## src/rob_pkg.sv

```systemverilog
// reorder buffer sizes, register and index types, entry record
`default_nettype none

package rob_pkg;

    // default buffer size, the top level may override it
    localparam int unsigned ROB_DEPTH = 8;

    // register file sizes
    localparam int unsigned ARCH_REGS = 32;
    localparam int unsigned PHYS_REGS = 64;

    // result width
    localparam int unsigned XLEN = 32;

    // default number of functional unit writeback ports
    localparam int unsigned WB_WIDTH = 2;

    // index into the buffer, wraps naturally for power-of-two depths
    typedef logic [$clog2(ROB_DEPTH)-1:0] rob_idx_t;

    // occupancy, one bit wider so a full buffer fits
    typedef logic [$clog2(ROB_DEPTH):0] rob_cnt_t;

    typedef logic [$clog2(ARCH_REGS)-1:0] arch_reg_t;
    typedef logic [$clog2(PHYS_REGS)-1:0] phys_reg_t;

    // one bit per physical register, used for freeing after a flush
    typedef logic [PHYS_REGS-1:0] phys_mask_t;

    // one buffer slot as seen at the head
    typedef struct packed {
        logic            valid;
        logic            done;
        logic            rd_wen;
        arch_reg_t       rd_arch;
        phys_reg_t       new_prf;
        phys_reg_t       old_prf;
        logic [XLEN-1:0] value;
    } rob_entry_t;

endpackage

`default_nettype wire

```

## src/rob_entry_table.sv

```systemverilog
// reorder buffer entry storage: dispatch write, writeback update, head read, flush clear
`timescale 1ns/10ps
`default_nettype none

module rob_entry_table
    import rob_pkg::*;
#(
    parameter int unsigned ROB_DEPTH = rob_pkg::ROB_DEPTH,
    parameter int unsigned WB_WIDTH  = rob_pkg::WB_WIDTH,
    localparam int unsigned IDX_W    = $clog2(ROB_DEPTH)
) (
    input  wire logic                               clock,
    input  wire logic                               reset,
    // allocation at the tail
    input  wire logic                               alloc_i,
    input  wire logic [IDX_W-1:0]                   alloc_idx_i,
    input  wire logic                               disp_rd_wen_i,
    input  wire arch_reg_t                          disp_rd_arch_i,
    input  wire phys_reg_t                          disp_new_prf_i,
    input  wire phys_reg_t                          disp_old_prf_i,
    // functional unit results
    input  wire logic [WB_WIDTH-1:0]                wb_valid_i,
    input  wire logic [WB_WIDTH-1:0][IDX_W-1:0]     wb_rob_idx_i,
    input  wire logic [WB_WIDTH-1:0][XLEN-1:0]      wb_value_i,
    // retirement at the head
    input  wire logic                               retire_i,
    input  wire logic [IDX_W-1:0]                   head_i,
    // entries killed by a mispredict
    input  wire logic [ROB_DEPTH-1:0]               flush_mask_i,
    output rob_entry_t                              head_entry_o,
    output logic [ROB_DEPTH-1:0]                    valid_vec_o,
    output logic [ROB_DEPTH-1:0]                    rd_wen_vec_o,
    output phys_reg_t [ROB_DEPTH-1:0]               new_prf_vec_o
);

    // control bits, cleared by reset
    logic [ROB_DEPTH-1:0] valid_q;
    logic [ROB_DEPTH-1:0] valid_d;
    logic [ROB_DEPTH-1:0] done_q;
    logic [ROB_DEPTH-1:0] done_d;

    // payload columns
    logic [ROB_DEPTH-1:0]      rd_wen_q;
    phys_reg_t [ROB_DEPTH-1:0] new_prf_q;
    arch_reg_t                 rd_arch_q [ROB_DEPTH];
    phys_reg_t                 old_prf_q [ROB_DEPTH];
    logic [XLEN-1:0]           value_q   [ROB_DEPTH];

    // writeback beat lands on a live entry
    logic [WB_WIDTH-1:0] wb_hit;

    always_comb begin
        for (int w = 0; w < WB_WIDTH; w++) begin
            wb_hit[w] = wb_valid_i[w] && valid_q[wb_rob_idx_i[w]];
        end
    end

    // next state of valid/done
    // order: writeback, retire, flush, then allocate
    always_comb begin
        valid_d = valid_q;
        done_d  = done_q;
        for (int w = 0; w < WB_WIDTH; w++) begin
            if (wb_hit[w]) begin
                done_d[wb_rob_idx_i[w]] = 1'b1;
            end
        end
        if (retire_i) begin
            valid_d[head_i] = 1'b0;
            done_d[head_i]  = 1'b0;
        end
        valid_d = valid_d & ~flush_mask_i;
        done_d  = done_d & ~flush_mask_i;
        // new entry starts not done
        if (alloc_i) begin
            valid_d[alloc_idx_i] = 1'b1;
            done_d[alloc_idx_i]  = 1'b0;
        end
    end

    always_ff @(posedge clock) begin
        if (reset) begin
            valid_q <= '0;
            done_q  <= '0;
        end else begin
            valid_q <= valid_d;
            done_q  <= done_d;
        end
    end

    // payload, qualified by valid everywhere it is read
    always_ff @(posedge clock) begin
        if (alloc_i) begin
            rd_wen_q[alloc_idx_i]  <= disp_rd_wen_i;
            rd_arch_q[alloc_idx_i] <= disp_rd_arch_i;
            new_prf_q[alloc_idx_i] <= disp_new_prf_i;
            old_prf_q[alloc_idx_i] <= disp_old_prf_i;
        end
        for (int w = 0; w < WB_WIDTH; w++) begin
            if (wb_hit[w]) begin
                value_q[wb_rob_idx_i[w]] <= wb_value_i[w];
            end
        end
    end

    // head slot for commit
    always_comb begin
        head_entry_o.valid   = valid_q[head_i];
        head_entry_o.done    = done_q[head_i];
        head_entry_o.rd_wen  = rd_wen_q[head_i];
        head_entry_o.rd_arch = rd_arch_q[head_i];
        head_entry_o.new_prf = new_prf_q[head_i];
        head_entry_o.old_prf = old_prf_q[head_i];
        head_entry_o.value   = value_q[head_i];
    end

    // columns for the flush walk
    assign valid_vec_o   = valid_q;
    assign rd_wen_vec_o  = rd_wen_q;
    assign new_prf_vec_o = new_prf_q;

    // tail pointer must only ever land on a free slot
    assert property (@(posedge clock) disable iff (reset)
        alloc_i |-> !valid_q[alloc_idx_i]);

endmodule

`default_nettype wire

```

## src/rob_pointer_ctrl.sv

```systemverilog
// reorder buffer head, tail and count registers with dispatch and commit handshakes
`timescale 1ns/10ps
`default_nettype none

module rob_pointer_ctrl
    import rob_pkg::*;
#(
    parameter int unsigned ROB_DEPTH = rob_pkg::ROB_DEPTH,
    localparam int unsigned IDX_W    = $clog2(ROB_DEPTH),
    localparam int unsigned CNT_W    = IDX_W + 1
) (
    input  wire logic              clock,
    input  wire logic              reset,
    // dispatch handshake
    input  wire logic              disp_valid_i,
    output logic                   disp_ready_o,
    output logic [IDX_W-1:0]       disp_rob_idx_o,
    output logic                   alloc_o,
    // head slot state
    input  wire rob_entry_t        head_entry_i,
    // commit handshake
    input  wire logic              commit_ready_i,
    output logic                   commit_valid_o,
    output logic                   retire_o,
    output logic [IDX_W-1:0]       head_o,
    output logic [IDX_W-1:0]       tail_o,
    // mispredict recovery
    input  wire logic              mispredict_i,
    input  wire logic [IDX_W-1:0]  mispredict_rob_idx_i,
    input  wire logic [CNT_W-1:0]  flush_count_i
);

    logic [IDX_W-1:0] head_q;
    logic [IDX_W-1:0] tail_q;
    logic [CNT_W-1:0] count_q;
    logic             full;

    assign full = (count_q == CNT_W'(ROB_DEPTH));

    // no allocation in a mispredict cycle, the tail is being rewound
    assign disp_ready_o   = !full && !mispredict_i;
    assign alloc_o        = disp_valid_i && disp_ready_o;
    // tail is shown all the time so the index is there in the transfer cycle
    assign disp_rob_idx_o = tail_q;

    // oldest entry retires once done
    // held low during a mispredict
    assign commit_valid_o = head_entry_i.valid && head_entry_i.done && !mispredict_i;
    assign retire_o       = commit_valid_o && commit_ready_i;

    assign head_o = head_q;
    assign tail_o = tail_q;

    always_ff @(posedge clock) begin
        if (reset) begin
            head_q  <= '0;
            tail_q  <= '0;
            count_q <= '0;
        end else if (mispredict_i) begin
            // everything younger than the branch is gone
            tail_q  <= mispredict_rob_idx_i + 1'b1;
            count_q <= count_q - flush_count_i;
        end else begin
            if (retire_o) begin
                head_q <= head_q + 1'b1;
            end
            if (alloc_o) begin
                tail_q <= tail_q + 1'b1;
            end
            // occupancy moves by at most one
            case ({alloc_o, retire_o})
                2'b10:   count_q <= count_q + 1'b1;
                2'b01:   count_q <= count_q - 1'b1;
                default: count_q <= count_q;
            endcase
        end
    end

    // occupancy bound, also checks the flush count from the walk
    assert property (@(posedge clock) disable iff (reset)
        count_q <= CNT_W'(ROB_DEPTH));

    // a done head with nothing counted means the table and pointers disagree
    assert property (@(posedge clock) disable iff (reset)
        retire_o |-> (count_q != '0));

endmodule

`default_nettype wire

```

## src/rob_flush_walk.sv

```systemverilog
// reorder buffer mispredict walk: flush mask, flush count and registered free mask
`timescale 1ns/10ps
`default_nettype none

module rob_flush_walk
    import rob_pkg::*;
#(
    parameter int unsigned ROB_DEPTH = rob_pkg::ROB_DEPTH,
    localparam int unsigned IDX_W    = $clog2(ROB_DEPTH),
    localparam int unsigned CNT_W    = IDX_W + 1
) (
    input  wire logic                      clock,
    input  wire logic                      reset,
    input  wire logic                      mispredict_i,
    input  wire logic [IDX_W-1:0]          mispredict_rob_idx_i,
    input  wire logic [IDX_W-1:0]          tail_i,
    input  wire logic [ROB_DEPTH-1:0]      valid_vec_i,
    input  wire logic [ROB_DEPTH-1:0]      rd_wen_vec_i,
    input  wire phys_reg_t [ROB_DEPTH-1:0] new_prf_vec_i,
    output logic [ROB_DEPTH-1:0]           flush_mask_o,
    output logic [CNT_W-1:0]               flush_count_o,
    output logic                           flush_free_valid_o,
    output phys_mask_t                     flush_free_mask_o
);

    phys_mask_t free_mask;

    // walk from the slot after the branch until the tail
    always_comb begin
        logic [IDX_W-1:0] idx;
        logic             active;
        flush_mask_o  = '0;
        flush_count_o = '0;
        free_mask     = '0;
        active        = mispredict_i;
        for (int j = 1; j < ROB_DEPTH; j++) begin
            idx = mispredict_rob_idx_i + IDX_W'(j);
            // stop at the first free slot past the youngest entry
            if (idx == tail_i) begin
                active = 1'b0;
            end
            if (active && valid_vec_i[idx]) begin
                flush_mask_o[idx] = 1'b1;
                flush_count_o     = flush_count_o + 1'b1;
                // only a renamed destination gives a register back
                if (rd_wen_vec_i[idx]) begin
                    free_mask[new_prf_vec_i[idx]] = 1'b1;
                end
            end
        end
    end

    // one-cycle pulse to the free list
    always_ff @(posedge clock) begin
        if (reset) begin
            flush_free_valid_o <= 1'b0;
        end else begin
            flush_free_valid_o <= mispredict_i;
        end
    end

    // mask held until the next mispredict
    always_ff @(posedge clock) begin
        if (mispredict_i) begin
            flush_free_mask_o <= free_mask;
        end
    end

    // the branch itself must still be in flight
    assert property (@(posedge clock) disable iff (reset)
        mispredict_i |-> valid_vec_i[mispredict_rob_idx_i]);

endmodule

`default_nettype wire

```

## src/rob.sv

```systemverilog
// reorder buffer top level: pointer control, entry table and flush walk
`timescale 1ns/10ps
`default_nettype none

module rob
    import rob_pkg::*;
#(
    parameter int unsigned ROB_DEPTH = rob_pkg::ROB_DEPTH,
    parameter int unsigned WB_WIDTH  = rob_pkg::WB_WIDTH,
    localparam int unsigned IDX_W    = $clog2(ROB_DEPTH),
    localparam int unsigned CNT_W    = IDX_W + 1
) (
    input  wire logic                           clock,
    input  wire logic                           reset,
    // dispatch
    input  wire logic                           disp_valid_i,
    input  wire logic                           disp_rd_wen_i,
    input  wire arch_reg_t                      disp_rd_arch_i,
    input  wire phys_reg_t                      disp_new_prf_i,
    input  wire phys_reg_t                      disp_old_prf_i,
    output logic                                disp_ready_o,
    output logic [IDX_W-1:0]                    disp_rob_idx_o,
    // writeback, no back-pressure
    input  wire logic [WB_WIDTH-1:0]            wb_valid_i,
    input  wire logic [WB_WIDTH-1:0][IDX_W-1:0] wb_rob_idx_i,
    input  wire logic [WB_WIDTH-1:0][XLEN-1:0]  wb_value_i,
    // commit
    output logic                                commit_valid_o,
    output logic                                commit_rd_wen_o,
    output arch_reg_t                           commit_rd_arch_o,
    output phys_reg_t                           commit_new_prf_o,
    output phys_reg_t                           commit_old_prf_o,
    output logic [XLEN-1:0]                     commit_value_o,
    input  wire logic                           commit_ready_i,
    // branch recovery
    input  wire logic                           mispredict_i,
    input  wire logic [IDX_W-1:0]               mispredict_rob_idx_i,
    output logic                                flush_free_valid_o,
    output phys_mask_t                          flush_free_mask_o
);

    logic [IDX_W-1:0]          head;
    logic [IDX_W-1:0]          tail;
    logic                      alloc;
    logic                      retire;
    rob_entry_t                head_entry;
    logic [ROB_DEPTH-1:0]      valid_vec;
    logic [ROB_DEPTH-1:0]      rd_wen_vec;
    phys_reg_t [ROB_DEPTH-1:0] new_prf_vec;
    logic [ROB_DEPTH-1:0]      flush_mask;
    logic [CNT_W-1:0]          flush_count;

    rob_pointer_ctrl #(
        .ROB_DEPTH (ROB_DEPTH)
    ) pointer_ctrl_i (
        .clock                (clock),
        .reset                (reset),
        .disp_valid_i         (disp_valid_i),
        .disp_ready_o         (disp_ready_o),
        .disp_rob_idx_o       (disp_rob_idx_o),
        .alloc_o              (alloc),
        .head_entry_i         (head_entry),
        .commit_ready_i       (commit_ready_i),
        .commit_valid_o       (commit_valid_o),
        .retire_o             (retire),
        .head_o               (head),
        .tail_o               (tail),
        .mispredict_i         (mispredict_i),
        .mispredict_rob_idx_i (mispredict_rob_idx_i),
        .flush_count_i        (flush_count)
    );

    // new entries always go in at the tail
    rob_entry_table #(
        .ROB_DEPTH (ROB_DEPTH),
        .WB_WIDTH  (WB_WIDTH)
    ) entry_table_i (
        .clock          (clock),
        .reset          (reset),
        .alloc_i        (alloc),
        .alloc_idx_i    (tail),
        .disp_rd_wen_i  (disp_rd_wen_i),
        .disp_rd_arch_i (disp_rd_arch_i),
        .disp_new_prf_i (disp_new_prf_i),
        .disp_old_prf_i (disp_old_prf_i),
        .wb_valid_i     (wb_valid_i),
        .wb_rob_idx_i   (wb_rob_idx_i),
        .wb_value_i     (wb_value_i),
        .retire_i       (retire),
        .head_i         (head),
        .flush_mask_i   (flush_mask),
        .head_entry_o   (head_entry),
        .valid_vec_o    (valid_vec),
        .rd_wen_vec_o   (rd_wen_vec),
        .new_prf_vec_o  (new_prf_vec)
    );

    rob_flush_walk #(
        .ROB_DEPTH (ROB_DEPTH)
    ) flush_walk_i (
        .clock                (clock),
        .reset                (reset),
        .mispredict_i         (mispredict_i),
        .mispredict_rob_idx_i (mispredict_rob_idx_i),
        .tail_i               (tail),
        .valid_vec_i          (valid_vec),
        .rd_wen_vec_i         (rd_wen_vec),
        .new_prf_vec_i        (new_prf_vec),
        .flush_mask_o         (flush_mask),
        .flush_count_o        (flush_count),
        .flush_free_valid_o   (flush_free_valid_o),
        .flush_free_mask_o    (flush_free_mask_o)
    );

    // commit fields straight from the head slot
    // stable under back-pressure since the head holds
    assign commit_rd_wen_o  = head_entry.rd_wen;
    assign commit_rd_arch_o = head_entry.rd_arch;
    assign commit_new_prf_o = head_entry.new_prf;
    assign commit_old_prf_o = head_entry.old_prf;
    assign commit_value_o   = head_entry.value;

endmodule

`default_nettype wire

```

## config.mk

```make
export PLATFORM = sky130hd
export DESIGN_NAME = rob
export DESIGN_NICKNAME = d
export VERILOG_FILES = /design/src/rob_pkg.sv /design/src/rob_entry_table.sv /design/src/rob_pointer_ctrl.sv /design/src/rob_flush_walk.sv /design/src/rob.sv
export SDC_FILE = /design/constraint.sdc
export NUM_CORES = 1
export LEC_CHECK = 0
export BUFFER_PORTS_ARGS = -buffer_cell sky130_fd_sc_hd__buf_2
export CORE_MARGIN = 1.5
export CORE_UTILIZATION = 55
export DETAILED_ROUTE_END_ITERATION = 7
export GPL_TIMING_DRIVEN = 0
export PLACE_DENSITY = 0.73
export SLEW_MARGIN = 15
export SYNTH_ARGS = -nofsm -noshare
export SYNTH_HDL_FRONTEND = slang
export SYNTH_SLANG_ARGS = --single-unit
export TNS_END_PERCENT = 20
```

## constraint.sdc

```tcl
create_clock -name clock -period 15.3 [get_ports clock]
set_input_delay 1.53 -clock clock [delete_from_list [all_inputs] [get_ports clock]]
set_output_delay 1.53 -clock clock [all_outputs]
set_load 0.05 [all_outputs]
```

# Word-level counts from Yosys, hierarchy flattened
# Memory sizes are Yosys's and may differ from the RTL's. A register that Yosys moved wholly into a read port is not among the register bits.
# Cells that the tools add are included.
# totals
reg_bits	147
ram_bits	344
inputBits	98
out_inout_bits	120
word_cells	295
mem_count	3
# op_classes
addsub	18
n_lt_le_gt_ge	36
n_eq_ne	10
muxes	151
bitwise	24
reduce_logical	37
# mem_list
name	depth	word_bits	read_ports	rd_clocked_by_memory_dff	write_ports	line	text
entry_table_i.value_q	8	32	1	1	2	rob_entry_table.sv:47	logic [XLEN-1:0] value_q [ROB_DEPTH];
entry_table_i.old_prf_q	8	6	1	1	1	rob_entry_table.sv:46	phys_reg_t old_prf_q [ROB_DEPTH];
entry_table_i.rd_arch_q	8	5	1	1	1	rob_entry_table.sv:45	arch_reg_t rd_arch_q [ROB_DEPTH];
# ops
op	count
64-bit 2-to-1 mux	14
64-bit OR	6
6-bit binary-select mux with 3-bit select	8
8-bit 2-to-1 mux	13
8-bit OR	9
1-bit binary-select mux with 3-bit select	19
6-bit 2-to-1 mux	9
1-bit 2-to-1 mux	51
6-bit by 7-bit < comparator with 1-bit output, second input constant	7
48-bit bitwise mux	1
3-bit by 4-bit < comparator with 1-bit output, second input constant	11
1-bit demux with 6-bit select	7
6-bit by 1-bit greater-or-equal comparator with 1-bit output, second input constant	7
8-bit AND	5
1-bit demux with 3-bit select	11
3-bit by 1-bit greater-or-equal comparator with 1-bit output, second input constant	11
1-bit logical AND	32
4-bit 2-to-1 mux	7
4-bit by 1-bit adder with 4-bit output, second input constant	6
3-bit 2-to-1 mux	8
8-bit NOT	3
3-bit equality test	7
6-bit demux with 3-bit select	1
3-bit adder, second input constant	4
15 further kinds	19

# Depth between registers and ports, before layout
# Gate-level depths: netlist of run 1.
# logic_depth
word_depth	27
depth_mapped	35
depth_no_buf	29

# Modules after synthesis
# Synthesis of run 1 repeated with hierarchy kept, for this count alone.
# hier_totals
cells_unflattened	2142
hier_area_um2	29190.5
# modules_own_cells
mod	n_inst	cells_per_inst	area_per_inst_um2	seq_area_each_um2
rob_entry_table	1	998	19358.6	12331.8
rob_flush_walk	1	1068	9158.8	1941.9
rob_pointer_ctrl	1	76	673.1	200.2

# Worst setup path before layout of run 1
# OpenSTA, ideal clock, no wires.
# synth_timing
kind	input -> register
start	in mispredict_rob_idx_i[0]
end	reg pointer_ctrl_i.count_q[3]
arrival_time_ps	7763
required_time_ps	15173
slack_ps	7410
path_stages	33
n_path_buf	6
path_cell_list	buf_6 buf_12 buf_8 buf_8 clkinv_1 ha_1 buf_2 inv_1 clkbuf_1 mux4_1 nand3b_1 ha_1 inv_1 xnor2_1 ha_1 mux2i_1 a21oi_1 ha_1 mux2_2 ha_1 mux2_2 ha_1 mux2i_1 a22o_1 ha_1 a21o_1 a21o_1 nor2_1 a21oi_1 nand3b_1 nor2_1 mux2i_1 nand4_1
# synth_via
elab_chain_cells	19
# synth_rtl
element	line	text
from (decl)	rob.sv:37	input wire logic [IDX_W-1:0] mispredict_rob_idx_i,
3-bit by 1-bit adder with 3-bit output	rob_flush_walk.sv:37	idx = mispredict_rob_idx_i + IDX_W'(j);
1-bit binary-select mux with 3-bit select or 3-bit equality test (tied branches)	rob_flush_walk.sv:42, rob_flush_walk.sv:39	
1-bit 2-to-1 mux, on equally long branches	rob_flush_walk.sv:42, rob_flush_walk.sv:39	
1-bit logical AND	rob_flush_walk.sv:42	if (active && valid_vec_i[idx]) begin
1-bit 2-to-1 mux	rob_flush_walk.sv:42	
1-bit by 1-bit adder with 2-bit output	rob_flush_walk.sv:44	flush_count_o = flush_count_o + 1'b1;
4-bit 2-to-1 mux	rob_flush_walk.sv:42	
4-bit by 1-bit adder with 4-bit output	rob_flush_walk.sv:44	
[3 not listed]	--	
4-bit by 1-bit adder with 4-bit output	rob_flush_walk.sv:44	
4-bit 2-to-1 mux	rob_flush_walk.sv:42	
4-bit by 1-bit adder with 4-bit output	rob_flush_walk.sv:44	
4-bit 2-to-1 mux	rob_flush_walk.sv:42	
4-bit by 1-bit adder with 4-bit output	rob_flush_walk.sv:44	
4-bit 2-to-1 mux (*)	rob_flush_walk.sv:42	
4-bit subtractor (*)	rob_pointer_ctrl.sv:62	count_q <= count_q - flush_count_i;
4-bit 2-to-1 mux (*)	rob_pointer_ctrl.sv:59	end else if (mispredict_i) begin
to (signal assigned)	rob_pointer_ctrl.sv:62	
to (signal assigned)	rob_pointer_ctrl.sv:72	2'b10: count_q <= count_q + 1'b1;
to (signal assigned)	rob_pointer_ctrl.sv:73	2'b01: count_q <= count_q - 1'b1;
to (decl)	rob_pointer_ctrl.sv:35	logic [CNT_W-1:0] count_q;
# Mark *: on every way between the ends. The rest lies on a longest branch, timed or not. The select of a mux whose other input is x is not followed.
# A chain may end at the register's enable or synchronous reset.

# Final worst setup path of run 1
# Ends and elaborated chain as after synthesis.

==> flow_metrics.tcl, run 1 <==
set metrics [dict create \
    status "finished, final reports clean" \
    worst_setup_path_start_kind "input port" \
    period_minus_slack_ps 8742 \
    clkSinkCount 494 \
    finalMaxSlewViolations 0 \
    worstPathRequired_ps 15790 \
    cp-end-kind "flip-flop" \
    via_count 21730 \
    slowest_stage "mux4_1" \
    cts-buffers-inserted 50 \
    rows 83 \
    insertion_delay_ps 630 \
    syn_area_per_cell_um2 13.62 \
    cts.path.max_buffers 3 \
    synth_cell_types 86 \
    h-tree-depth 2 \
    async_flop_share_pct 0 \
    first_pass_iters 6 \
    total_power_uw 3131 \
    synth.yosys.seq_area_share_pct 50.70 \
    grt_max_degree 66 \
    wl_per_cell_um 30.68 \
    drive_gt1_share_pct 36.33 \
    timing.critical_path.mode_cell "ha_1" \
    yosysWarnings 0 \
    finalInstanceArea_um2 32720 \
    cts_resized 0 \
    grt_pass1_wl_um 141900 \
    hold_viol 0 \
    port_buffers 215 \
    hold_class "flip-flop to flip-flop" \
    synthesis.area_um2 28660 \
    synthTopCellsByCount "464 x edfxtp_1, 329 x mux2_2, 227 x nand2_1" \
    drc 0 \
    ys.flop_type "edfxtp_1" \
    gp_congestion 1.055 \
    worst_pin_slew_ps 1215 \
    antenna_found_initial 14 \
    tns_ps 0 \
    gr-usage-all-layers_pct 36.23 \
    ys_ff_latch 494 \
    reg2reg_setup_slack_ps 8750 \
    regToRegStartpoint "pointer_ctrl_i.disp_rob_idx_o[2]$_SDFFE_PP0P_" \
    wl_um 95990 \
    max_freq_ghz 0.1144 \
    synth_area_leaders "edfxtp_1 49%, mux2_2 13%, mux4_2 13%" \
    crit_family "adder cells" \
    postRouteAntennaNets 0 \
    grt_pass1_vias 21820 \
    grt_overflow 0 \
    dieArea_um2 53500 \
    path_clk_slew_ps 60 \
    syn_nets 2221 \
    critPathArrivalTime_ps 9230 \
    hold_depth 2 \
    area_growth_syn_to_layout_pct 14.16 \
    synth.most_common_cell "edfxtp_1" \
    rr_endpoint "pointer_ctrl_i.count_q[3]$_SDFFE_PP0P_" \
    setup_viol 0 \
    cts-root-buf "clkbuf_16" \
    whs_ps 513.7 \
    rsz0062_at_grt "false" \
    synth_cells 2105 \
    crit_type "input port to flip-flop" \
    synth_edf_count 464 \
    ir_drop_v 0.0001057 \
    power.leakage_uw 0.01087 \
    critPathMaxStageDelay_ps 640 \
    ctsHoldBuffers 0 \
    die_w_um 231.3 \
    slew_headroom_pct 18.41 \
    synth.top_cell.area_share_pct 48.61 \
    via_per_inst 6.945 \
    crit_start "mispredict_rob_idx_i[0]" \
    final_util_pct 63.66 \
    synth_top_area_cell "edfxtp_1" \
    cts_tree "built" \
    start_util_pct 55.76 \
    die_h_um 231.3 \
    core_um2 51410 \
    fin_worst_skew_ps 24.29 \
    postCtsSetupBuffers 0 \
    hp-start "entry_table_i.done_q[1]$_SDFF_PP0_" \
    drv_cap 0 \
    hpwl_um 69020 \
    pwr_density_cell_nw_per_um2 95.68 \
    critPathBufInv 10 \
    nets 2522 \
    placed_area_um2 31160 \
    io_pins 218 \
    holdPathEnd "entry_table_i.done_q[1]$_SDFF_PP0_" \
    cp_max_fo 10 \
    drt_iter0_markers 2835 \
    reg2regPathDepth 26 \
    period_share_pct 57.14 \
]
==> per-stage QoR <==
stage                     cells  setup slack, ps
after floorplan            2105             7410
after CTS                  3124             6673
after global routing       3128             6155
after global placement     3000             6210
final                      3129             6558
after detailed placement   3034             6064
==> final cells by class <==
cell class,count,area (um^2)
Inverter,23,86.33
Fill cell,3884,18680
Sequential cell,494,14530
Clock buffer,61,1292
Antenna cell,5,12.51
Buffer,111,528.0
Clock inverter,29,255.2
Multi-Input combinational cell,1477,13670
Tap cell,680,850.8
Timing Repair Buffer,249,1499
==> tightest hold or removal path, stage by stage (launching register included) <==
cell and delay (ps):
dfxtp_1 320, nor2_1 100, nor4b_1 50
==> cells by family (layout without fill, tap and decap cells) <==
| family | Yosys count | after routing | share of synthesized area (%) |
|---|---|---|---|
| adder cells (fa/ha/maj) | 18 | 18 | 0.8119 |
| XOR/XNOR | 28 | 28 | 1.244 |
| other | 0 | 5 | 0 |
| multiplexers | 540 | 540 | 27.69 |
| AND/OR/NAND/NOR | 593 | 593 | 9.795 |
| AO/OA/AOI/OAI | 298 | 298 | 7.621 |
| flip-flops | 494 | 494 | 50.70 |
| buffers and inverters | 134 | 473 | 2.139 |
==> layer usage <==
metal  vias to the layer above  part of all wire [%]  GRT usage (%)
li1                       9111                     -              -
met1                     10780                    36          44.95
met2                      1490                    49          60.24
met3                       332                    10          7.751
met4                        20                   5.4          17.95
met5                         -                  0.12              0
==> power breakdown <==
| group | leakage (uW) | internal, uW | total, uW | switching, uW |
|---|---|---|---|---|
| registers | 0.00451 | 1500 | 1510 | 12.2 |
| logic | 0.00562 | 139 | 442 | 302 |
| clock network | 0.000739 | 652 | 1180 | 528 |
| total | 0.0109 | 2290 | 3130 | 842 |
==> sequential cells by signal, indices dropped and copies added, names as in the netlist, named ones only <==
register	flops
entry_table_i.value_q	256
pointer_ctrl_i.disp_rob_idx_o	3
entry_table_i.valid_vec_o	8
entry_table_i.old_prf_q	48
flush_walk_i.flush_free_valid_o	1
pointer_ctrl_i.count_q	4
pointer_ctrl_i.head_o	3
entry_table_i.done_q	8
entry_table_i.rd_wen_vec_o	8
flush_walk_i.flush_free_mask_o	64
entry_table_i.new_prf_vec_o	48
entry_table_i.rd_arch_q	40
==> placed cells by master (no fill, tap or decap), types with 30 or more instances in the layout <==
cell type and count:
o221ai_1 86, mux4_2 164, buf_2 233, mux2i_1 40
dfxtp_1 30, nor3_1 46, nand3_1 39, nor2_1 153
clkbuf_1 72, edfxtp_1 464, o22ai_1 82, mux2_2 329
clkbuf_16 50, nand2_1 227
==> how the worst max path moves through the flow <==
| stage | to | slack, ps | cells past startpoint |
|---|---|---|---|
| 2_1_floorplan | pointer_ctrl_i.count_q[3]$_SDFFE_PP0P_ | 7410 | 33 |
| 3_3_place_gp | pointer_ctrl_i.count_q[3]$_SDFFE_PP0P_ | 6210 | 34 |
| 3_5_place_dp | pointer_ctrl_i.count_q[3]$_SDFFE_PP0P_ | 6060 | 34 |
| 4_1_cts | pointer_ctrl_i.count_q[3]$_SDFFE_PP0P_ | 6670 | 34 |
| 5_1_grt | pointer_ctrl_i.count_q[3]$_SDFFE_PP0P_ | 6160 | 34 |
| 6_report | pointer_ctrl_i.count_q[3]$_SDFFE_PP0P_ | 6560 | 34 |
(Power assumes the default switching activity.)
==> inputs of run 2 (changes only) <==
- clock period: 15.3 -> 8.4 ns (I/O delays scaled with it)
==> flow_metrics.tcl, run 2 (synthesis results as in run 1) <==
set metrics [dict create \
    hold_depth 1 \
    largest_reg_flops 256 \
    power.leakage_uw 0.01087 \
    io_pins 218 \
    cp-end-kind "flip-flop" \
    hold_class "input port to flip-flop" \
    first_pass_iters 6 \
    regToRegStartpoint "pointer_ctrl_i.disp_rob_idx_o[0]$_SDFFE_PP0P_" \
    hp-start "disp_old_prf_i[5]" \
    die_h_um 231.3 \
    period_share_pct 93.68 \
    drt_iter0_markers 2859 \
    slowest_stage "buf_1" \
    max_freq_ghz 0.1271 \
    start_util_pct 55.76 \
    port_buffers 215 \
    nets 2521 \
    dr_wl_met2_um 46730 \
    drv_cap 0 \
    critPathArrivalTime_ps 8350 \
    worst_pin_slew_ps 1251 \
    cts-root-buf "clkbuf_16" \
    area_growth_syn_to_layout_pct 14.17 \
    postRouteAntennaNets 0 \
    worst_setup_path_start_kind "input port" \
    finalInstanceArea_um2 32730 \
    rsz0062_at_grt "false" \
    crit_start "mispredict_rob_idx_i[2]" \
    fillers 3883 \
    postCtsSetupBuffers 0 \
    wl_met1_um 35070 \
    via_count 21800 \
    worstPathRequired_ps 8890 \
    met3WireLength_um 9166 \
    grt_max_degree 66 \
    core_um2 51410 \
    wl_per_cell_um 30.79 \
    placed_area_um2 31160 \
    critPathMaxStageDelay_ps 560 \
    setup_viol 0 \
    path_clk_slew_ps 60 \
    final_util_pct 63.66 \
    grt_pass1_wl_um 141900 \
    dieArea_um2 53500 \
    cts-buffers-inserted 50 \
    insertion_delay_ps 630 \
    h-tree-depth 2 \
    reg2regPathDepth 27 \
    cts_tree "built" \
    final_cell_mix "464 x edfxtp_1, 329 x mux2_2, 233 x buf_2, 227 x nand2_1, 164 x mux4_2" \
    rows 83 \
    timing.critical_path.mode_cell "ha_1" \
    ctsHoldBuffers 0 \
    fin_worst_skew_ps 21.32 \
    top_layer "met5" \
    drive_gt1_share_pct 36.35 \
    hpwl_um 69020 \
    final_common_cell "edfxtp_1" \
    wl_um 96300 \
    gp_congestion 1.055 \
    drc 0 \
    pwr_density_cell_nw_per_um2 174.3 \
    crit_type "input port to flip-flop" \
    period_minus_slack_ps 7869 \
    ir_drop_v 0.0001921 \
    clkSinkCount 494 \
    slew_headroom_pct 15.95 \
    cp_max_fo 10 \
    cts.path.max_buffers 3 \
    grt_overflow 0 \
    die_w_um 231.3 \
    finalMaxSlewViolations 0 \
    whs_ps 503.0 \
    grt_pass1_vias 21820 \
    gr-usage-all-layers_pct 36.23 \
    hold_viol 0 \
    antenna_found_initial 14 \
    multiInputGateArea_um2 13670 \
    via_per_inst 6.970 \
    regArea_um2 14530 \
    status "finished, final reports clean" \
]
[run 2: cell count changes in the layout (fill, tap and decap cells not counted)]
cell      previous run  this run
clkbuf_1            72        71
nor3_2               6         5
nor3_4               2         3
[run 2: what timing repair did]
item / 4_1_cts / 5_1_grt
gates resized for setup: 0 / 1
hold endpoints to repair: 0 / 0
setup endpoints to repair: 0 / 1
[run 2: area by class of cell]
| type | instances | area share (%) |
|---|---|---|
| tap | 680 | 2.600 |
| antenna | 5 | 0.03823 |
| sequential | 494 | 44.41 |
| buffer | 110 | 1.602 |
| clock buffer | 61 | 3.949 |
| timing repair buffer | 249 | 4.580 |
| multi-input combinational | 1477 | 41.78 |
| inverter | 23 | 0.2638 |
| clock inverter | 29 | 0.7799 |
[run 2: power by group]
part	switching [uW]	internal [uW]
Clock	963	1190
Combinational	551	254
Sequential	22.2	2730
[run 2: worst paths after layout]
| path | endpoint | slack, ps |
|---|---|---|
| setup / recovery | pointer_ctrl_i.count_q[3]$_SDFFE_PP0P_ | 530 |
| hold / removal | entry_table_i.old_prf_q[5][5]$_DFFE_PP_ | 500 |
| setup reg to reg | pointer_ctrl_i.count_q[3]$_SDFFE_PP0P_ | 2040 |
| hold reg to reg | entry_table_i.done_q[1]$_SDFF_PP0_ | 520 |
[run 2: per-layer routing]
| layer | track usage (%) | up-vias |
|---|---|---|
| li1 | - | 9111 |
| met1 | 44.95 | 10850 |
| met2 | 60.24 | 1474 |
| met3 | 7.751 | 346 |
| met4 | 17.95 | 20 |
| met5 | 0 | - |
[run 2: worst max-delay path, delay by kind of cell]
kind / cells / cell delay (ps)
xor+xnor: 2 / 420
buf+inv: 8 / 1920
simple gates: 5 / 850
compound gates: 6 / 1190
fa+ha+maj: 7 / 2280
mux: 5 / 850
[run 2: through the flow]
stage | worst slack [ps] | instances | TNS (ps) | total power [uW]
after floorplan | 1200 | 2105 | 0 | 3293
after global placement | -0.4308 | 3000 | -0.4308 | 3547
after detailed placement | -145.9 | 3034 | -145.9 | 3569
after CTS | 462.7 | 3124 | 0 | 5689
after global routing | 178.8 | 3127 | 0 | 5844
final | 530.8 | 3128 | 0 | 5705
